<file path="src/include/can_defs.svh">
`ifndef CAN_DEFS_SVH
`define CAN_DEFS_SVH

//======================================================================
// CAN 2.0 field lengths, in bits
//======================================================================

localparam int LEN_ID_A = 11;  // Base identifier
localparam int LEN_ID_B = 18;  // Identifier extension
localparam int LEN_DLC = 4;
localparam int LEN_CRC = 15;
localparam int LEN_EOF = 7;    // All recessive

// Two bits only, the third one may already be the next SOF
localparam int LEN_INTERMISSION = 2;

// Error flag may be stretched by other nodes up to 12 dominant bits
localparam int LEN_FLAGS_MIN = 6;
localparam int LEN_FLAGS_MAX = 12;
localparam int LEN_DELIMITER = 8;

//======================================================================
// Protocol constants
//======================================================================

localparam int MAX_DLC = 8;  // Codes 9..15 still mean 8 bytes
localparam logic [LEN_CRC-1:0] CRC_POLY = 15'h4599;  // x15+x14+x10+x8+x7+x4+x3+1
localparam int STUFF_RUN = 5;  // Equal bits before a stuff bit

`endif

</file>
<file path="src/hw/can_pkg.sv">
`default_nettype none

package can_pkg;

	`include "can_defs.svh"

	// Field that the current destuffed bit belongs to
	typedef enum logic [3:0] {
		field_none,
		field_id_a,
		field_rtr_srr,     // RTR in base frame, SRR in extended frame
		field_ide,
		field_id_b,
		field_rtr,         // Extended frame only
		field_reserved1,   // Extended frame only
		field_reserved0,
		field_dlc,
		field_data,
		field_crc
	} can_field_e;

	// Error kinds, one per detected condition
	typedef enum logic [2:0] {
		error_none,
		error_stuff,
		error_crc_delimiter,
		error_ack_slot,
		error_ack_delimiter,
		error_eof,
		error_crc_mismatch,
		error_flag_length
	} can_error_e;

	// One destuffed bit on its way to the field registers
	typedef struct packed {
		logic strobe;
		can_field_e field;
		logic bit_value;
	} can_capture_t;

	// Decoded frame fields
	typedef struct packed {
		logic ide;
		logic rtr;
		logic srr;
		logic reserved1;
		logic reserved0;
		logic [LEN_ID_A-1:0] id_a;
		logic [LEN_ID_B-1:0] id_b;
		logic [LEN_DLC-1:0] dlc;
		logic [8*MAX_DLC-1:0] data;   // Bytes right-aligned
		logic [LEN_CRC-1:0] crc;      // As received
	} can_frame_t;

endpackage

`default_nettype wire

</file>
<file path="src/hw/can_bit_stuff.sv">
`timescale 1ns/10ps
`default_nettype none

module can_bit_stuff
	import can_pkg::*;
(
	input wire clock,
	input wire reset,
	input wire rx_bit,
	input wire sample_point,
	input wire stuff_active,     // Stuffed part of the frame
	output logic stuff_bit,      // Current bit is a stuff bit, drop it
	output logic stuff_error     // Sixth equal bit in a row
);

	// Alternating preset so that no run exists right after reset
	localparam logic [STUFF_RUN-1:0] HISTORY_PRESET = STUFF_RUN'(32'h5555_5555);

	logic [STUFF_RUN-1:0] history;  // Last sampled bits, newest at bit 0
	logic run_dominant;
	logic run_recessive;
	logic check;

	assign run_dominant = (history == '0);
	assign run_recessive = &history;
	assign check = sample_point & stuff_active;

	// Opposite bit after a run is inserted by the transmitter
	assign stuff_bit = check & ((run_dominant & rx_bit) | (run_recessive & ~rx_bit));

	// Same level again means the transmitter broke the rule
	assign stuff_error = check & ((run_dominant & ~rx_bit) | (run_recessive & rx_bit));

	// Stuff bits themselves start the next run, so every sample is kept
	always_ff @(posedge clock or posedge reset)
	begin
		if (reset)
			history <= HISTORY_PRESET;
		else if (sample_point)
			history <= {history[STUFF_RUN-2:0], rx_bit};
	end

endmodule

`default_nettype wire

</file>
<file path="src/hw/can_crc15.sv">
`timescale 1ns/10ps
`default_nettype none

module can_crc15
	import can_pkg::*;
(
	input wire clock,
	input wire reset,
	input wire crc_clear,      // Start of frame
	input wire crc_shift,      // One destuffed covered bit
	input wire rx_bit,
	output logic [LEN_CRC-1:0] crc_value
);

	logic feedback;

	// Incoming bit against the top of the register
	assign feedback = rx_bit ^ crc_value[LEN_CRC-1];

	//======================================================================
	// CRC-15 LFSR
	//======================================================================

	// SOF is dominant and would leave a cleared register at zero anyway
	always_ff @(posedge clock or posedge reset)
	begin
		if (reset)
			crc_value <= '0;
		else if (crc_clear)
			crc_value <= '0;
		else if (crc_shift)
			crc_value <= {crc_value[LEN_CRC-2:0], 1'b0} ^ (feedback ? CRC_POLY : '0);
	end

endmodule

`default_nettype wire

</file>
<file path="src/hw/can_frame_sequencer.sv">
`timescale 1ns/10ps
`default_nettype none

module can_frame_sequencer
	import can_pkg::*;
(
	input wire clock,
	input wire reset,
	input wire rx_bit,
	input wire sample_point,
	input wire stuff_bit,
	input wire stuff_error,
	input wire [LEN_CRC-1:0] crc_value,   // Computed over the received bits
	input wire can_frame_t frame,         // Fields decoded so far
	output logic stuff_active,
	output logic crc_shift,
	output logic crc_clear,
	output can_capture_t capture,
	output logic frame_done,
	output logic error_detected,
	output can_error_e error_kind
);

	// One-hot state positions, stuffed fields kept contiguous
	typedef enum int unsigned {
		s_idle,
		s_id_a,
		s_rtr_srr,
		s_ide,
		s_id_b,
		s_rtr,
		s_reserved1,
		s_reserved0,
		s_dlc,
		s_data,
		s_crc,
		s_crc_delimiter,
		s_ack_slot,
		s_ack_delimiter,
		s_eof,
		s_intermission,
		s_error_flags,
		s_error_delimiter,
		s_count
	} state_index_e;

	function automatic logic [s_count-1:0] onehot(input state_index_e index);
		logic [s_count-1:0] vec;
		vec = '0;
		vec[index] = 1'b1;
		return vec;
	endfunction

	logic [s_count-1:0] state;
	logic [s_count-1:0] state_next;
	logic [6:0] bit_count;     // Bits taken in the current field
	logic [6:0] data_len;      // 8 x DLC
	logic bit_ok;              // Sampled and not a stuff bit
	logic sof;
	logic done;
	can_error_e kind;
	can_field_e field_sel;

	assign bit_ok = sample_point & ~stuff_bit;
	assign sof = sample_point & ~rx_bit & (state[s_idle] | state[s_intermission]);
	assign data_len = {frame.dlc, 3'b000};  // DLC already clamped

	// CRC delimiter included since a CRC ending in a run is still stuffed
	assign stuff_active = |state[s_crc_delimiter:s_id_a];
	assign crc_shift = bit_ok & (|state[s_data:s_id_a]);
	assign crc_clear = sof;

	assign capture.strobe = bit_ok & (field_sel != field_none);
	assign capture.field = field_sel;
	assign capture.bit_value = rx_bit;

	//======================================================================
	// Next state and error detection
	//======================================================================

	always_comb
	begin
		state_next = state;
		kind = error_none;
		field_sel = field_none;
		done = 1'b0;
		unique case (1'b1)
			state[s_idle]:
				if (sof)
					state_next = onehot(s_id_a);
			state[s_id_a]:
			begin
				field_sel = field_id_a;
				if (bit_ok && bit_count == 7'(LEN_ID_A - 1))
					state_next = onehot(s_rtr_srr);
			end
			state[s_rtr_srr]:
			begin
				field_sel = field_rtr_srr;
				if (bit_ok)
					state_next = onehot(s_ide);
			end
			state[s_ide]:
			begin
				field_sel = field_ide;
				if (bit_ok)
					state_next = rx_bit ? onehot(s_id_b) : onehot(s_reserved0);  // Extended or base
			end
			state[s_id_b]:
			begin
				field_sel = field_id_b;
				if (bit_ok && bit_count == 7'(LEN_ID_B - 1))
					state_next = onehot(s_rtr);
			end
			state[s_rtr]:
			begin
				field_sel = field_rtr;
				if (bit_ok)
					state_next = onehot(s_reserved1);
			end
			state[s_reserved1]:
			begin
				field_sel = field_reserved1;
				if (bit_ok)
					state_next = onehot(s_reserved0);
			end
			state[s_reserved0]:
			begin
				field_sel = field_reserved0;
				if (bit_ok)
					state_next = onehot(s_dlc);
			end
			state[s_dlc]:
			begin
				field_sel = field_dlc;
				// Last DLC bit not yet in frame.dlc, the first three are
				if (bit_ok && bit_count == 7'(LEN_DLC - 1))
				begin
					if (frame.rtr || {frame.dlc[2:0], rx_bit} == '0)
						state_next = onehot(s_crc);   // Remote frame or no data
					else
						state_next = onehot(s_data);
				end
			end
			state[s_data]:
			begin
				field_sel = field_data;
				if (bit_ok && bit_count == data_len - 7'd1)
					state_next = onehot(s_crc);
			end
			state[s_crc]:
			begin
				field_sel = field_crc;
				if (bit_ok && bit_count == 7'(LEN_CRC - 1))
					state_next = onehot(s_crc_delimiter);
			end
			state[s_crc_delimiter]:
				if (bit_ok)
				begin
					if (!rx_bit)
						kind = error_crc_delimiter;
					else
						state_next = onehot(s_ack_slot);
				end
			state[s_ack_slot]:
				if (sample_point)
				begin
					if (rx_bit)
						kind = error_ack_slot;   // Nobody acknowledged
					else
						state_next = onehot(s_ack_delimiter);
				end
			state[s_ack_delimiter]:
				if (sample_point)
				begin
					if (crc_value != frame.crc)
						kind = error_crc_mismatch;
					else if (!rx_bit)
						kind = error_ack_delimiter;
					else
						state_next = onehot(s_eof);
				end
			state[s_eof]:
				if (sample_point)
				begin
					if (!rx_bit)
						kind = error_eof;
					else if (bit_count == 7'(LEN_EOF - 1))
					begin
						state_next = onehot(s_intermission);
						done = 1'b1;
					end
				end
			state[s_intermission]:
				if (sof)
					state_next = onehot(s_id_a);   // Back-to-back frame
				else if (sample_point && bit_count == 7'(LEN_INTERMISSION - 1))
					state_next = onehot(s_idle);
			state[s_error_flags]:
				if (sample_point)
				begin
					if (rx_bit)
					begin
						// First recessive bit already belongs to the delimiter
						if (bit_count >= 7'(LEN_FLAGS_MIN))
							state_next = onehot(s_error_delimiter);
						else
							kind = error_flag_length;
					end
					else if (bit_count >= 7'(LEN_FLAGS_MAX))
						kind = error_flag_length;
				end
			state[s_error_delimiter]:
				if (sample_point && bit_count == 7'(LEN_DELIMITER - 2))
					state_next = onehot(s_intermission);
			default:
				state_next = onehot(s_idle);   // Lost one-hot
		endcase

		if (stuff_error)
			kind = error_stuff;   // Overrides any field error
		if (kind != error_none)
			state_next = onehot(s_error_flags);
	end

	//======================================================================
	// State, counter and registered outputs
	//======================================================================

	always_ff @(posedge clock or posedge reset)
	begin
		if (reset)
		begin
			state <= onehot(s_idle);
			bit_count <= '0;
			frame_done <= 1'b0;
			error_detected <= 1'b0;
			error_kind <= error_none;
		end
		else
		begin
			state <= state_next;
			if (bit_ok)
			begin
				// Restart on a new field or on a repeated error flag
				if (state_next != state || kind != error_none)
					bit_count <= '0;
				else
					bit_count <= bit_count + 7'd1;
			end
			frame_done <= done;
			error_detected <= (kind != error_none);
			error_kind <= kind;   // None outside the pulse
		end
	end

endmodule

`default_nettype wire

</file>
<file path="src/hw/can_field_regs.sv">
`timescale 1ns/10ps
`default_nettype none

module can_field_regs
	import can_pkg::*;
(
	input wire clock,
	input wire reset,
	input wire can_capture_t capture,   // One destuffed bit per strobe
	output can_frame_t frame
);

	logic rtr_srr_hold;   // Meaning known only once IDE is seen
	logic value;

	assign value = capture.bit_value;

	//======================================================================
	// Field shift registers
	//======================================================================

	always_ff @(posedge clock or posedge reset)
	begin
		if (reset)
		begin
			frame <= '0;
			rtr_srr_hold <= 1'b0;
		end
		else if (capture.strobe)
		begin
			unique case (capture.field)
				field_id_a:
					frame.id_a <= {frame.id_a[LEN_ID_A-2:0], value};   // MSB first
				field_rtr_srr:
					rtr_srr_hold <= value;
				field_ide:
				begin
					frame.ide <= value;
					if (value)
						frame.srr <= rtr_srr_hold;   // Extended frame
				end
				field_id_b:
					frame.id_b <= {frame.id_b[LEN_ID_B-2:0], value};
				field_rtr:
					frame.rtr <= value;   // Extended frame RTR
				field_reserved1:
					frame.reserved1 <= value;
				field_reserved0:
				begin
					frame.reserved0 <= value;
					if (!frame.ide)
						frame.rtr <= rtr_srr_hold;   // Base frame RTR
					// Fresh DLC and data for this frame
					frame.dlc <= '0;
					frame.data <= '0;
				end
				field_dlc:
				begin
					// Bit 2 set only on the last shift since DLC starts cleared
					if (frame.dlc[2])
						frame.dlc <= LEN_DLC'(MAX_DLC);   // Codes 8..15
					else
						frame.dlc <= {frame.dlc[LEN_DLC-2:0], value};
				end
				field_data:
					frame.data <= {frame.data[8*MAX_DLC-2:0], value};   // Right-aligned
				field_crc:
					frame.crc <= {frame.crc[LEN_CRC-2:0], value};
				default:
					rtr_srr_hold <= rtr_srr_hold;   // No field
			endcase
		end
	end

endmodule

`default_nettype wire

</file>
<file path="src/hw/can_decoder.sv">
`timescale 1ns/10ps
`default_nettype none

module can_decoder
	import can_pkg::*;
(
	input wire clock,
	input wire reset,
	input wire rx_bit,          // Bus level, 0 is dominant
	input wire sample_point,    // One cycle per bit time
	output can_frame_t frame,
	output logic frame_done,
	output logic error_detected,
	output can_error_e error_kind
);

	logic stuff_bit;
	logic stuff_error;
	logic stuff_active;
	logic crc_shift;
	logic crc_clear;
	logic [LEN_CRC-1:0] crc_value;
	can_capture_t capture;

	//======================================================================
	// Bit level
	//======================================================================

	can_bit_stuff can_bit_stuff_inst (
		.clock(clock),
		.reset(reset),
		.rx_bit(rx_bit),
		.sample_point(sample_point),
		.stuff_active(stuff_active),
		.stuff_bit(stuff_bit),
		.stuff_error(stuff_error)
	);

	can_crc15 can_crc15_inst (
		.clock(clock),
		.reset(reset),
		.crc_clear(crc_clear),
		.crc_shift(crc_shift),
		.rx_bit(rx_bit),
		.crc_value(crc_value)
	);

	//======================================================================
	// Frame level
	//======================================================================

	can_frame_sequencer can_frame_sequencer_inst (
		.clock(clock),
		.reset(reset),
		.rx_bit(rx_bit),
		.sample_point(sample_point),
		.stuff_bit(stuff_bit),
		.stuff_error(stuff_error),
		.crc_value(crc_value),
		.frame(frame),
		.stuff_active(stuff_active),
		.crc_shift(crc_shift),
		.crc_clear(crc_clear),
		.capture(capture),
		.frame_done(frame_done),
		.error_detected(error_detected),
		.error_kind(error_kind)
	);

	can_field_regs can_field_regs_inst (
		.clock(clock),
		.reset(reset),
		.capture(capture),
		.frame(frame)
	);

endmodule

`default_nettype wire

</file>
<file path="config.mk">
export PLATFORM = sky130hd
export DESIGN_NAME = can_decoder
export DESIGN_NICKNAME = d
export VERILOG_FILES = /design/src/hw/can_pkg.sv /design/src/hw/can_bit_stuff.sv /design/src/hw/can_crc15.sv /design/src/hw/can_frame_sequencer.sv /design/src/hw/can_field_regs.sv /design/src/hw/can_decoder.sv
export VERILOG_INCLUDE_DIRS = /design/src /design/src/include
export SDC_FILE = /design/constraint.sdc
export NUM_CORES = 1
export LEC_CHECK = 0
export ABC_AREA = 1
export BUFFER_PORTS_ARGS = -buffer_cell sky130_fd_sc_hd__buf_2
export CORE_UTILIZATION = 40
export DETAILED_ROUTE_END_ITERATION = 12
export PLACE_DENSITY = 0.66
export SLEW_MARGIN = 20
export SYNTH_ARGS = -nofsm -noshare
export SYNTH_HDL_FRONTEND = slang
export SYNTH_SLANG_ARGS = --single-unit
</file>
<file path="constraint.sdc">
create_clock -name clock -period 12.7 [get_ports clock]
set_input_delay 2.54 -clock clock [delete_from_list [all_inputs] [get_ports clock]]
set_output_delay 2.54 -clock clock [all_outputs]
set_load 0.05 [all_outputs]
</file>
==> results of run 1 <==
==> metal layers <==
metal	wire length [µm]	vias to the layer above
li1	-	3228
met1	8520	3028
met2	8660	194
met3	973	27
met4	284	0
met5	0	-
==> state kept, by name (all words and copies together), names as in the netlist <==
name	flops
can_bit_stuff_inst.history	5
can_frame_sequencer_inst.error_detected	1
can_field_regs_inst.frame	117
can_frame_sequencer_inst.bit_count	7
can_field_regs_inst.rtr_srr_hold	1
can_frame_sequencer_inst.state	18
can_frame_sequencer_inst.error_kind	3
can_crc15_inst.crc_value	15
can_frame_sequencer_inst.frame_done	1
==> layout by cell type (no fill, tap or decap), types with 5 or more instances in the layout <==
cell type | Yosys | layout
sky130_fd_sc_hd__nand2_1 | 188 | 187
sky130_fd_sc_hd__inv_1 | 183 | 182
sky130_fd_sc_hd__dfrtp_1 | 164 | 164
sky130_fd_sc_hd__buf_2 | 12 | 125
sky130_fd_sc_hd__o22ai_1 | 70 | 70
sky130_fd_sc_hd__nor2_1 | 58 | 58
sky130_fd_sc_hd__o21ai_0 | 53 | 53
sky130_fd_sc_hd__nand3_1 | 33 | 32
sky130_fd_sc_hd__a21oi_1 | 27 | 27
sky130_fd_sc_hd__nand4_1 | 18 | 18
sky130_fd_sc_hd__clkbuf_16 | 0 | 17
sky130_fd_sc_hd__xor2_1 | 12 | 12
sky130_fd_sc_hd__inv_2 | 8 | 8
sky130_fd_sc_hd__nor2_4 | 8 | 8
sky130_fd_sc_hd__nor3_1 | 8 | 8
sky130_fd_sc_hd__a22oi_1 | 7 | 7
sky130_fd_sc_hd__nor4_1 | 6 | 6
sky130_fd_sc_hd__nand2_4 | 4 | 5
sky130_fd_sc_hd__nand3_2 | 4 | 5
sky130_fd_sc_hd__a21oi_2 | 5 | 5
sky130_fd_sc_hd__ha_1 | 5 | 5
sky130_fd_sc_hd__clkinv_8 | 0 | 5
==> report_power, final <==
part	internal (mW)	switching, mW
Clock	0.266	0.249
Sequential	0.627	0.0648
Combinational	0.126	0.393
Total	1.02	0.706
==> worst min-delay path by stage <==
| stage | start | to | slack [ns] | cells after the start |
|---|---|---|---|---|
| after global placement | can_field_regs_inst.frame[113]$_DFFE_PP0P_ | can_field_regs_inst.frame[113]$_DFFE_PP0P_ | 0.48 | 2 |
| final | can_bit_stuff_inst.history[0]$_DFFE_PP1P_ | can_bit_stuff_inst.history[0]$_DFFE_PP1P_ | 0.49 | 2 |
| after detailed placement | can_field_regs_inst.frame[113]$_DFFE_PP0P_ | can_field_regs_inst.frame[113]$_DFFE_PP0P_ | 0.48 | 2 |
| after global routing | can_bit_stuff_inst.history[0]$_DFFE_PP1P_ | can_bit_stuff_inst.history[0]$_DFFE_PP1P_ | 0.51 | 2 |
| after floorplan | can_bit_stuff_inst.history[0]$_DFFE_PP1P_ | can_bit_stuff_inst.history[0]$_DFFE_PP1P_ | 0.46 | 2 |
| after CTS | can_bit_stuff_inst.history[0]$_DFFE_PP1P_ | can_bit_stuff_inst.history[0]$_DFFE_PP1P_ | 0.50 | 2 |
==> cells by family (layout without fill, tap and decap cells) <==
group,Yosys count,in the layout
multiplexers,2,2
XOR/XNOR,16,16
buffers and inverters,223,351
adder cells (fa/ha/maj),5,5
AND/OR/NAND/NOR,338,338
AO/OA/AOI/OAI,179,179
flip-flops,168,168
==> area by class of cell <==
type                       instances  area share, %
clock buffer                      17           4.53
sequential                       168           44.9
multi-input combinational        540           30.6
clock inverter                    15           1.91
timing repair buffer             127           6.83
tap                              265           3.53
inverter                         192           7.73
==> worst reg2reg max path: cells and delay by family (launching register included) <==
family | cells | cell delay [ns]
simple gates | 6 | 1.11
flops | 1 | 0.44
buf+inv | 2 | 0.70
compound gates | 3 | 0.92
==> qor.log, run 1 <==
qor: outcome.status finished, final reports clean
qor: detailed_routing.routed-via-count 6477
qor: synthesis.complex_gate_fraction_of_the_synthesized_area 13.5%
qor: critical_path.critical_path.most_common_cell sky130_fd_sc_hd__nand2_4
qor: critical_path.critical_path_fanout_max 65
qor: sta.setup_tns 0 ns
qor: run.timing.max_cap.violations 0
qor: critical_path.timing.rr.start can_frame_sequencer_inst.state[3]$_DFF_PP0_
qor: synthesis.synthesis.yosys.warnings 0
qor: global_routing.gr-usage-met2 30.7%
qor: sta.setup_viol 0
qor: floorplan.core_area 0.0195 mm²
qor: floorplan.die_area 0.0204 mm²
qor: synthesis.postSynthCellCount 931
qor: placed_design.detailedPlacementHpwl 13.0 mm
qor: global_routing.grt_max_degree 108
qor: sta.min_period 5.21 ns
qor: synthesis.area_leader_netlist sky130_fd_sc_hd__dfrtp_1
qor: clock_tree.postCtsSetupRepairBufs 0
qor: placed_design.io_buffer_count 125
qor: global_routing.global_route.usage.total 19.0%
qor: detailed_routing.wirelength 18.4 mm
qor: synthesis.synth-seq-area-share 53.1%
qor: detailed_routing.detail_route.iter0.violations 458
qor: placed_design.gp_congestion 0.921
qor: synthesis.postSynthAreaPerCell 8.51 µm²
qor: critical_path.worst-path-buf-inv 4
qor: critical_path.regToRegEndpoint can_field_regs_inst.frame[65]$_DFFE_PP0P_
qor: sta.timing_hold_violations_final 0
qor: sta.slew_violations 0
qor: final_layout.layout.area.seq 0.00421 mm²
qor: global_routing.met1_usage 25.3%
qor: floorplan.die_span_in_x 143 µm
qor: clock_tree.ctsResizeCount 0
qor: clock_tree.insertion_delay 0.43 ns
qor: critical_path.cells_along_the_critical_path buf_2 > inv_2 > nand4_1 > nand2_4 > a21oi_4 > nand2_1 > inv_1 > nand2_4 > o21ai_4 > buf_4 > o21ai_0
qor: final_layout.area_growth_syn_to_layout 18.4%
qor: floorplan.number_of_top_level_pins 126
qor: clock_tree.tritoncts.num_buffers 17
qor: placed_design.pre_cts_slack 7.09 ns
qor: synthesis.yosysMostFrequentCell sky130_fd_sc_hd__nand2_1
qor: synthesis.ys_seq_elements 168
qor: power.maximum_resistive_drop_on_vdd 96.9 µV
qor: placed_design.placed_cells_incl_taps 1292
qor: sta.fin_ws 7.49 ns
qor: critical_path.crit_path_start rx_bit
qor: critical_path.critical_path_required 12.97 ns
qor: synthesis.synthDistinctLibCells 40
qor: clock_tree.root_buffer sky130_fd_sc_hd__clkbuf_16
qor: final_layout.layout.cells.non_filler 1324
qor: detailed_routing.drtAntennaViolNets 0
qor: synthesis.post_synth_fa_ha_maj_area_fraction 0.790%
qor: final_layout.finish.net_count 1055
qor: synthesis.post_synth_and_or_nand_nor_area_fraction 19.6%
qor: final_layout.layout-drive-gt1-share 20.0%
qor: final_layout.fillers 1827
qor: synthesis.post_synth_instance_area 0.00792 mm²
qor: clock_tree.tritoncts_num_sinks 168
qor: critical_path.worst_path_largest_cell_delay 0.54 ns
qor: detailed_routing.drcViolationCount 0
qor: final_layout.multi_input_area 0.00287 mm²
qor: sta.tcrit_tclk_final 41.0%
qor: synthesis.async_set_or_reset_register_ratio_after_synthesis 100%
qor: synthesis.synth_xor_xnor_area_share 1.77%
qor: clock_tree.cts.clk_slew.worst_paths 0.07 ns
qor: critical_path.worst_r2r_path_depth 11
qor: critical_path.timing.critical_path.max_delay_family buffers and inverters
qor: detailed_routing.drtPass1Iterations 5
qor: synthesis.ys_top_cells_by_count 188 x sky130_fd_sc_hd__nand2_1, 183 x sky130_fd_sc_hd__inv_1, 164 x sky130_fd_sc_hd__dfrtp_1
qor: global_routing.grt_pass1_wl 30.4 mm
qor: global_routing.globalRouteMet3Util 4.02%
qor: global_routing.antenna_found_initial 0
qor: critical_path.endpoint can_field_regs_inst.frame[65]$_DFFE_PP0P_
qor: power.total_leakage_power 4.87 nW
qor: sta.max_freq 192 MHz
qor: final_layout.insertedDiodeCount 0
qor: synthesis.edff_count_synth 0
qor: sta.rsz_0062_raised_after_global_routing no
qor: clock_tree.cts_tree built
qor: synthesis.yosys-mux-area-fraction 0.284%
qor: clock_tree.clock_tree.buffer_depth 2
qor: floorplan.chipHeight 143 µm
qor: floorplan.initial_utilization 40.7%
qor: final_layout.final_util 48.2%
qor: critical_path.cp_num_cells 11
qor: detailed_routing.vias_per_cell 4.89
qor: worst_hold_path.holdCritPathClass flip-flop to flip-flop
qor: floorplan.floorplan.rows 51
qor: sta.hold_ws 0.493 ns
qor: synthesis.synth_largest_type_area_fraction 51.8%
qor: critical_path.critical_path_arrival 5.48 ns
qor: global_routing.busiest_layer met2
qor: critical_path.setup.worst_path.start_class input port
qor: global_routing.overflow 0
qor: synthesis.synth_top_family_by_area simple AND/OR/NAND/NOR gates
qor: synthesis.synthesis.nets 940
qor: critical_path.crit_path_end_kind flip-flop
qor: final_layout.stdcell_area 0.00938 mm²
qor: sta.max_slew_margin 35.7%
qor: sta.fin_skew 0.0100 ns
qor: synthesis.postSynth.topFlopCell sky130_fd_sc_hd__dfrtp_1
qor: critical_path.worst-setup-path-type input port to flip-flop
qor: clock_tree.cts_max_level 4
qor: power.cellPowerDensity 184 mW/mm²
qor: power.total_power_after_layout 1.73 mW
qor: placed_design.placed_inst_area 0.00877 mm²
qor: sta.worstMarginPinSlew 0.964 ns
qor: critical_path.worst-r2r-setup-slack 9.38 ns
qor: synthesis.ys_top_cells_by_area sky130_fd_sc_hd__dfrtp_1 52%, sky130_fd_sc_hd__nand2_1 8.9%, sky130_fd_sc_hd__inv_1 8.7%
qor: critical_path.critPathSlowestCell sky130_fd_sc_hd__buf_4
qor: clock_tree.holdBufCountCts 0
qor: global_routing.grt_pass1_vias 6104
qor: detailed_routing.detail_route.wl_per_cell 13.9 µm
No activity file was read; power rests on OpenSTA's default activity.
==> run 2: changes to the inputs <==
ABC_AREA = 0   (was 1)
clock period = 5.35 ns   (was 12.7 ns; I/O delays follow)
==> qor.log, run 2 <==
qor: placed_design.gp_congestion 0.899 [-2.4%]
qor: clock_tree.insertion_delay 0.43 ns [about the same]
qor: sta.hold_ws 0.477 ns [-0.0166 ns]
qor: final_layout.layout-drive-gt1-share 25.0% [+5.0 points]
qor: run.timing.max_cap.violations 0 [unchanged]
qor: placed_design.pre_cts_slack 0.920 ns [-6.17 ns]
qor: critical_path.worst_path_largest_cell_delay 0.62 ns [+0.08 ns]
qor: synthesis.synth_largest_type_area_fraction 50.6% [-1.2 points]
qor: final_layout.most-common-layout-cells 167 x sky130_fd_sc_hd__nand2_1, 164 x sky130_fd_sc_hd__dfrtp_1, 125 x sky130_fd_sc_hd__buf_2
qor: synthesis.edff_count_synth 0 [unchanged]
qor: placed_design.io_buffer_count 125 [unchanged]
qor: sta.max_freq 242 MHz
qor: detailed_routing.detail_route.wl_per_cell 16.1 µm [+15%]
qor: power.total_power_after_layout 3.43 mW [+99%]
qor: final_layout.finish.net_count 956 [-9.4%]
qor: detailed_routing.vias_per_cell 5.36 [+9.5%]
qor: floorplan.floorplan.rows 51 [unchanged]
qor: power.comb_power_share 19.3% [-11 points]
qor: power.sequentialPowerShare 44.2% [+4.1 points]
qor: clock_tree.clock_tree.buffer_depth 2 [unchanged]
qor: worst_hold_path.holdCritPathClass flip-flop to flip-flop
qor: clock_tree.cts.clk_slew.worst_paths 0.06 ns [about the same]
qor: detailed_routing.wirelength 19.7 mm [+6.8%]
qor: clock_tree.cts_tree built
qor: critical_path.critPathSlowestCell sky130_fd_sc_hd__nand2_1
qor: sta.rsz_0062_raised_after_global_routing no
qor: synthesis.yosysMostFrequentCell sky130_fd_sc_hd__nand2_1
qor: synthesis.ys_top_cells_by_area sky130_fd_sc_hd__dfrtp_1 51%, sky130_fd_sc_hd__nand2_1 7.8%, sky130_fd_sc_hd__mux2_2 6.9%
qor: worst_hold_path.worst_hold_path.num_cells 2 [unchanged]
qor: clock_tree.ctsResizeCount 0 [unchanged]
qor: synthesis.postSynth.topFlopCell sky130_fd_sc_hd__dfrtp_1
qor: critical_path.setup.worst_path.start_class flip-flop
qor: power.maximum_resistive_drop_on_vdd 226 µV [+130%]
qor: critical_path.crit_path_end_kind flip-flop
qor: placed_design.detailedPlacementHpwl 13.6 mm [+4.0%]
qor: sta.setup_viol 0 [unchanged]
qor: synthesis.synthDistinctLibCells 68 [+70%]
qor: final_layout.insertedDiodeCount 0 [unchanged]
qor: sta.worstMarginPinSlew 1.04 ns [+0.0743 ns]
qor: clock_tree.tritoncts.num_buffers 17 [unchanged]
qor: floorplan.die_span_in_x 144 µm [+1.1%]
qor: final_layout.layout.cells.non_filler 1225 [-7.5%]
qor: global_routing.grt_pass1_wl 32.2 mm [+5.9%]
qor: power.total_leakage_power 4.64 nW [-4.8%]
qor: clock_tree.tritoncts_num_sinks 168 [unchanged]
qor: global_routing.grt_pass1_vias 6121 [+0.28%]
qor: sta.tcrit_tclk_final 77.3%
qor: critical_path.critical_path_required 5.64 ns [-7.33 ns]
qor: synthesis.post_synth_instance_area 0.00811 mm² [+2.3%]
qor: synthesis.postSynthAreaPerCell 9.60 µm² [+13%]
qor: final_layout.fillers 1896 [+3.8%]
qor: clock_tree.holdBufCountCts 0 [unchanged]
qor: final_layout.area_growth_syn_to_layout 18.2%
qor: global_routing.global_route.usage.total 19.8% [+0.88 points]
qor: critical_path.critical_path_arrival 4.42 ns [-1.06 ns]
qor: outcome.status finished, final reports clean
qor: synthesis.ys_seq_elements 168 [unchanged]
qor: placed_design.placed_cells_incl_taps 1193 [-7.7%]
qor: synthesis.synthesis.nets 853 [-9.3%]
qor: power.share_clk_of_total_power 36.5% [+6.7 points]
qor: sta.slew_violations 0 [unchanged]
qor: synthesis.synthesis.yosys.warnings 0 [unchanged]
qor: detailed_routing.routed-via-count 6562 [+1.3%]
qor: power.p_sw_share 32.2% [-8.8 points]
qor: sta.fin_skew 0.0116 ns [+0.00157 ns]
qor: global_routing.grt_max_degree 72 [-33%]
qor: final_layout.largestRegisters can_field_regs_inst.frame (117), can_frame_sequencer_inst.state (18), can_crc15_inst.crc_value (15)
qor: global_routing.antenna_found_initial 0 [unchanged]
qor: detailed_routing.detail_route.iter0.violations 444 [-3.1%]
qor: detailed_routing.drtPass1Iterations 5 [unchanged]
qor: clock_tree.root_buffer sky130_fd_sc_hd__clkbuf_16
qor: detailed_routing.drcViolationCount 0 [unchanged]
qor: final_layout.top_register can_field_regs_inst.frame
qor: clock_tree.cts_max_level 4 [unchanged]
qor: synthesis.synth-seq-area-share 51.9% [-1.2 points]
qor: power.cellPowerDensity 358 mW/mm² [+95%]
qor: final_layout.layout_commonest_cell sky130_fd_sc_hd__nand2_1
qor: critical_path.worst_r2r_path_depth 8 [-3]
qor: sta.fin_ws 1.21 ns [-6.28 ns]
qor: critical_path.critical_path_fanout_max 39 [-40%]
qor: floorplan.number_of_top_level_pins 126 [unchanged]
qor: detailed_routing.drtAntennaViolNets 0 [unchanged]
qor: clock_tree.postCtsSetupRepairBufs 0 [unchanged]
qor: sta.min_period 4.14 ns
qor: synthesis.ys_top_cells_by_count 168 x sky130_fd_sc_hd__nand2_1, 164 x sky130_fd_sc_hd__dfrtp_1, 90 x sky130_fd_sc_hd__o21ai_0
qor: floorplan.initial_utilization 41.2% [+0.53 points]
qor: floorplan.chipHeight 144 µm [+1.1%]
qor: critical_path.worst-setup-path-type flip-flop to flip-flop
qor: synthesis.area_leader_netlist sky130_fd_sc_hd__dfrtp_1
qor: synthesis.async_set_or_reset_register_ratio_after_synthesis 100% [unchanged]
qor: global_routing.overflow 0 [unchanged]
qor: floorplan.die_area 0.0208 mm² [+2.3%]
qor: critical_path.cells_along_the_critical_path nor4_1 > nand3_1 > o21ai_1 > nand2_1 > or3_1 > nor2_4 > buf_4 > o21ai_0
qor: sta.max_slew_margin 30.8% [-5.0 points]
qor: sta.setup_tns 0 ns [unchanged]
qor: synthesis.postSynthCellCount 844 [-9.3%]
qor: floorplan.core_area 0.0197 mm² [+0.98%]
qor: power.internal_power 2.33 mW [+130%]
qor: power.switchingPower 1.10 mW [+56%]
qor: final_layout.largest_reg_flops 117 [unchanged]
qor: sta.timing_hold_violations_final 0 [unchanged]
-- run 2: cell count changes after synthesis, sizes merged, moves of 26 or more --
cell    previous run  this run
clkbuf            17        43
inv              191        18
mux2               2        50
nand2            194       168
o21ai             61        93
o22ai             70         1
-- run 2: routing by layer --
metal  vias to the layer above  wire (µm)  global-route usage (%)
met2                       204       8980                    29.1
met1                      3175       9220                    28.6
met5                         -          0                       0
met4                         0        283                    6.87
met3                        25       1210                    4.40
li1                       3158          -                       -
-- run 2: through the flow --
| stage | util, % | instance area [µm²] |
|---|---|---|
| after floorplan | - | 8110 |
| after global placement | 45.7 | 8980 |
| after detailed placement | 45.7 | 8980 |
| after CTS | 48.7 | 9580 |
| after global routing | 48.7 | 9580 |
| final | 48.7 | 9580 |
-- run 2: worst max-delay path: cells and delay by family (launching register included) --
| family | cells | cell delay (ns) |
|---|---|---|
| and+or+nand+nor | 5 | 2.47 |
| AOI/OAI and AO/OA | 2 | 0.67 |
| buffers and inverters | 1 | 0.40 |
| DFF | 1 | 0.46 |
-- run 2: final timing paths --
kind	startpoint	slack [ns]	to
worst min-delay path	can_field_regs_inst.frame[112]$_DFFE_PP0P_	0.48	can_field_regs_inst.frame[112]$_DFFE_PP0P_
worst max-delay path	can_frame_sequencer_inst.state[7]$_DFF_PP0_	1.21	can_field_regs_inst.frame[25]$_DFFE_PP0P_
worst max register to register	can_frame_sequencer_inst.state[7]$_DFF_PP0_	1.21	can_field_regs_inst.frame[25]$_DFFE_PP0P_
min in group asynchronous	reset	0.82	can_field_regs_inst.frame[68]$_DFFE_PP0P_
worst min register to register	can_field_regs_inst.frame[112]$_DFFE_PP0P_	0.48	can_field_regs_inst.frame[112]$_DFFE_PP0P_
max in group asynchronous	reset	3.43	can_frame_sequencer_inst.bit_count[2]$_DFFE_PP0P_
-- run 2: cell type report --
class,count,area [µm²],share of cell area [%]
sequential,168,4210,43.9
inverter,18,71.3,0.745
tap,265,332,3.46
clock buffer,18,439,4.58
timing repair buffer,138,736,7.68
clock inverter,14,158,1.65
multi-input combinational,604,3630,37.9
-- run 2: cells by family (layout without fill, tap and decap cells) --
family                     after synthesis  count (layout)  synth area share [%]
AOI/OAI and AO/OA                      190             190                  14.0
buffers and inverters                   72             188                  3.52
adders and majority gates                5               5                 0.772
muxes                                   62              62                  8.43
DFF                                    168             168                  51.9
xor gates and xnor gates                26              26                  2.81
and+or+nand+nor                        321             321                  18.6
-- run 2: power by group through the flow --
stage / sequential, mW / combinational, mW / clock (mW)
2_1_floorplan: 1.67 / 0.357 / 0
3_3_place_gp: 1.54 / 0.660 / 0
3_5_place_dp: 1.54 / 0.666 / 0
4_1_cts: 1.52 / 0.668 / 1.28
5_1_grt: 1.54 / 0.734 / 1.33
6_report: 1.52 / 0.663 / 1.25
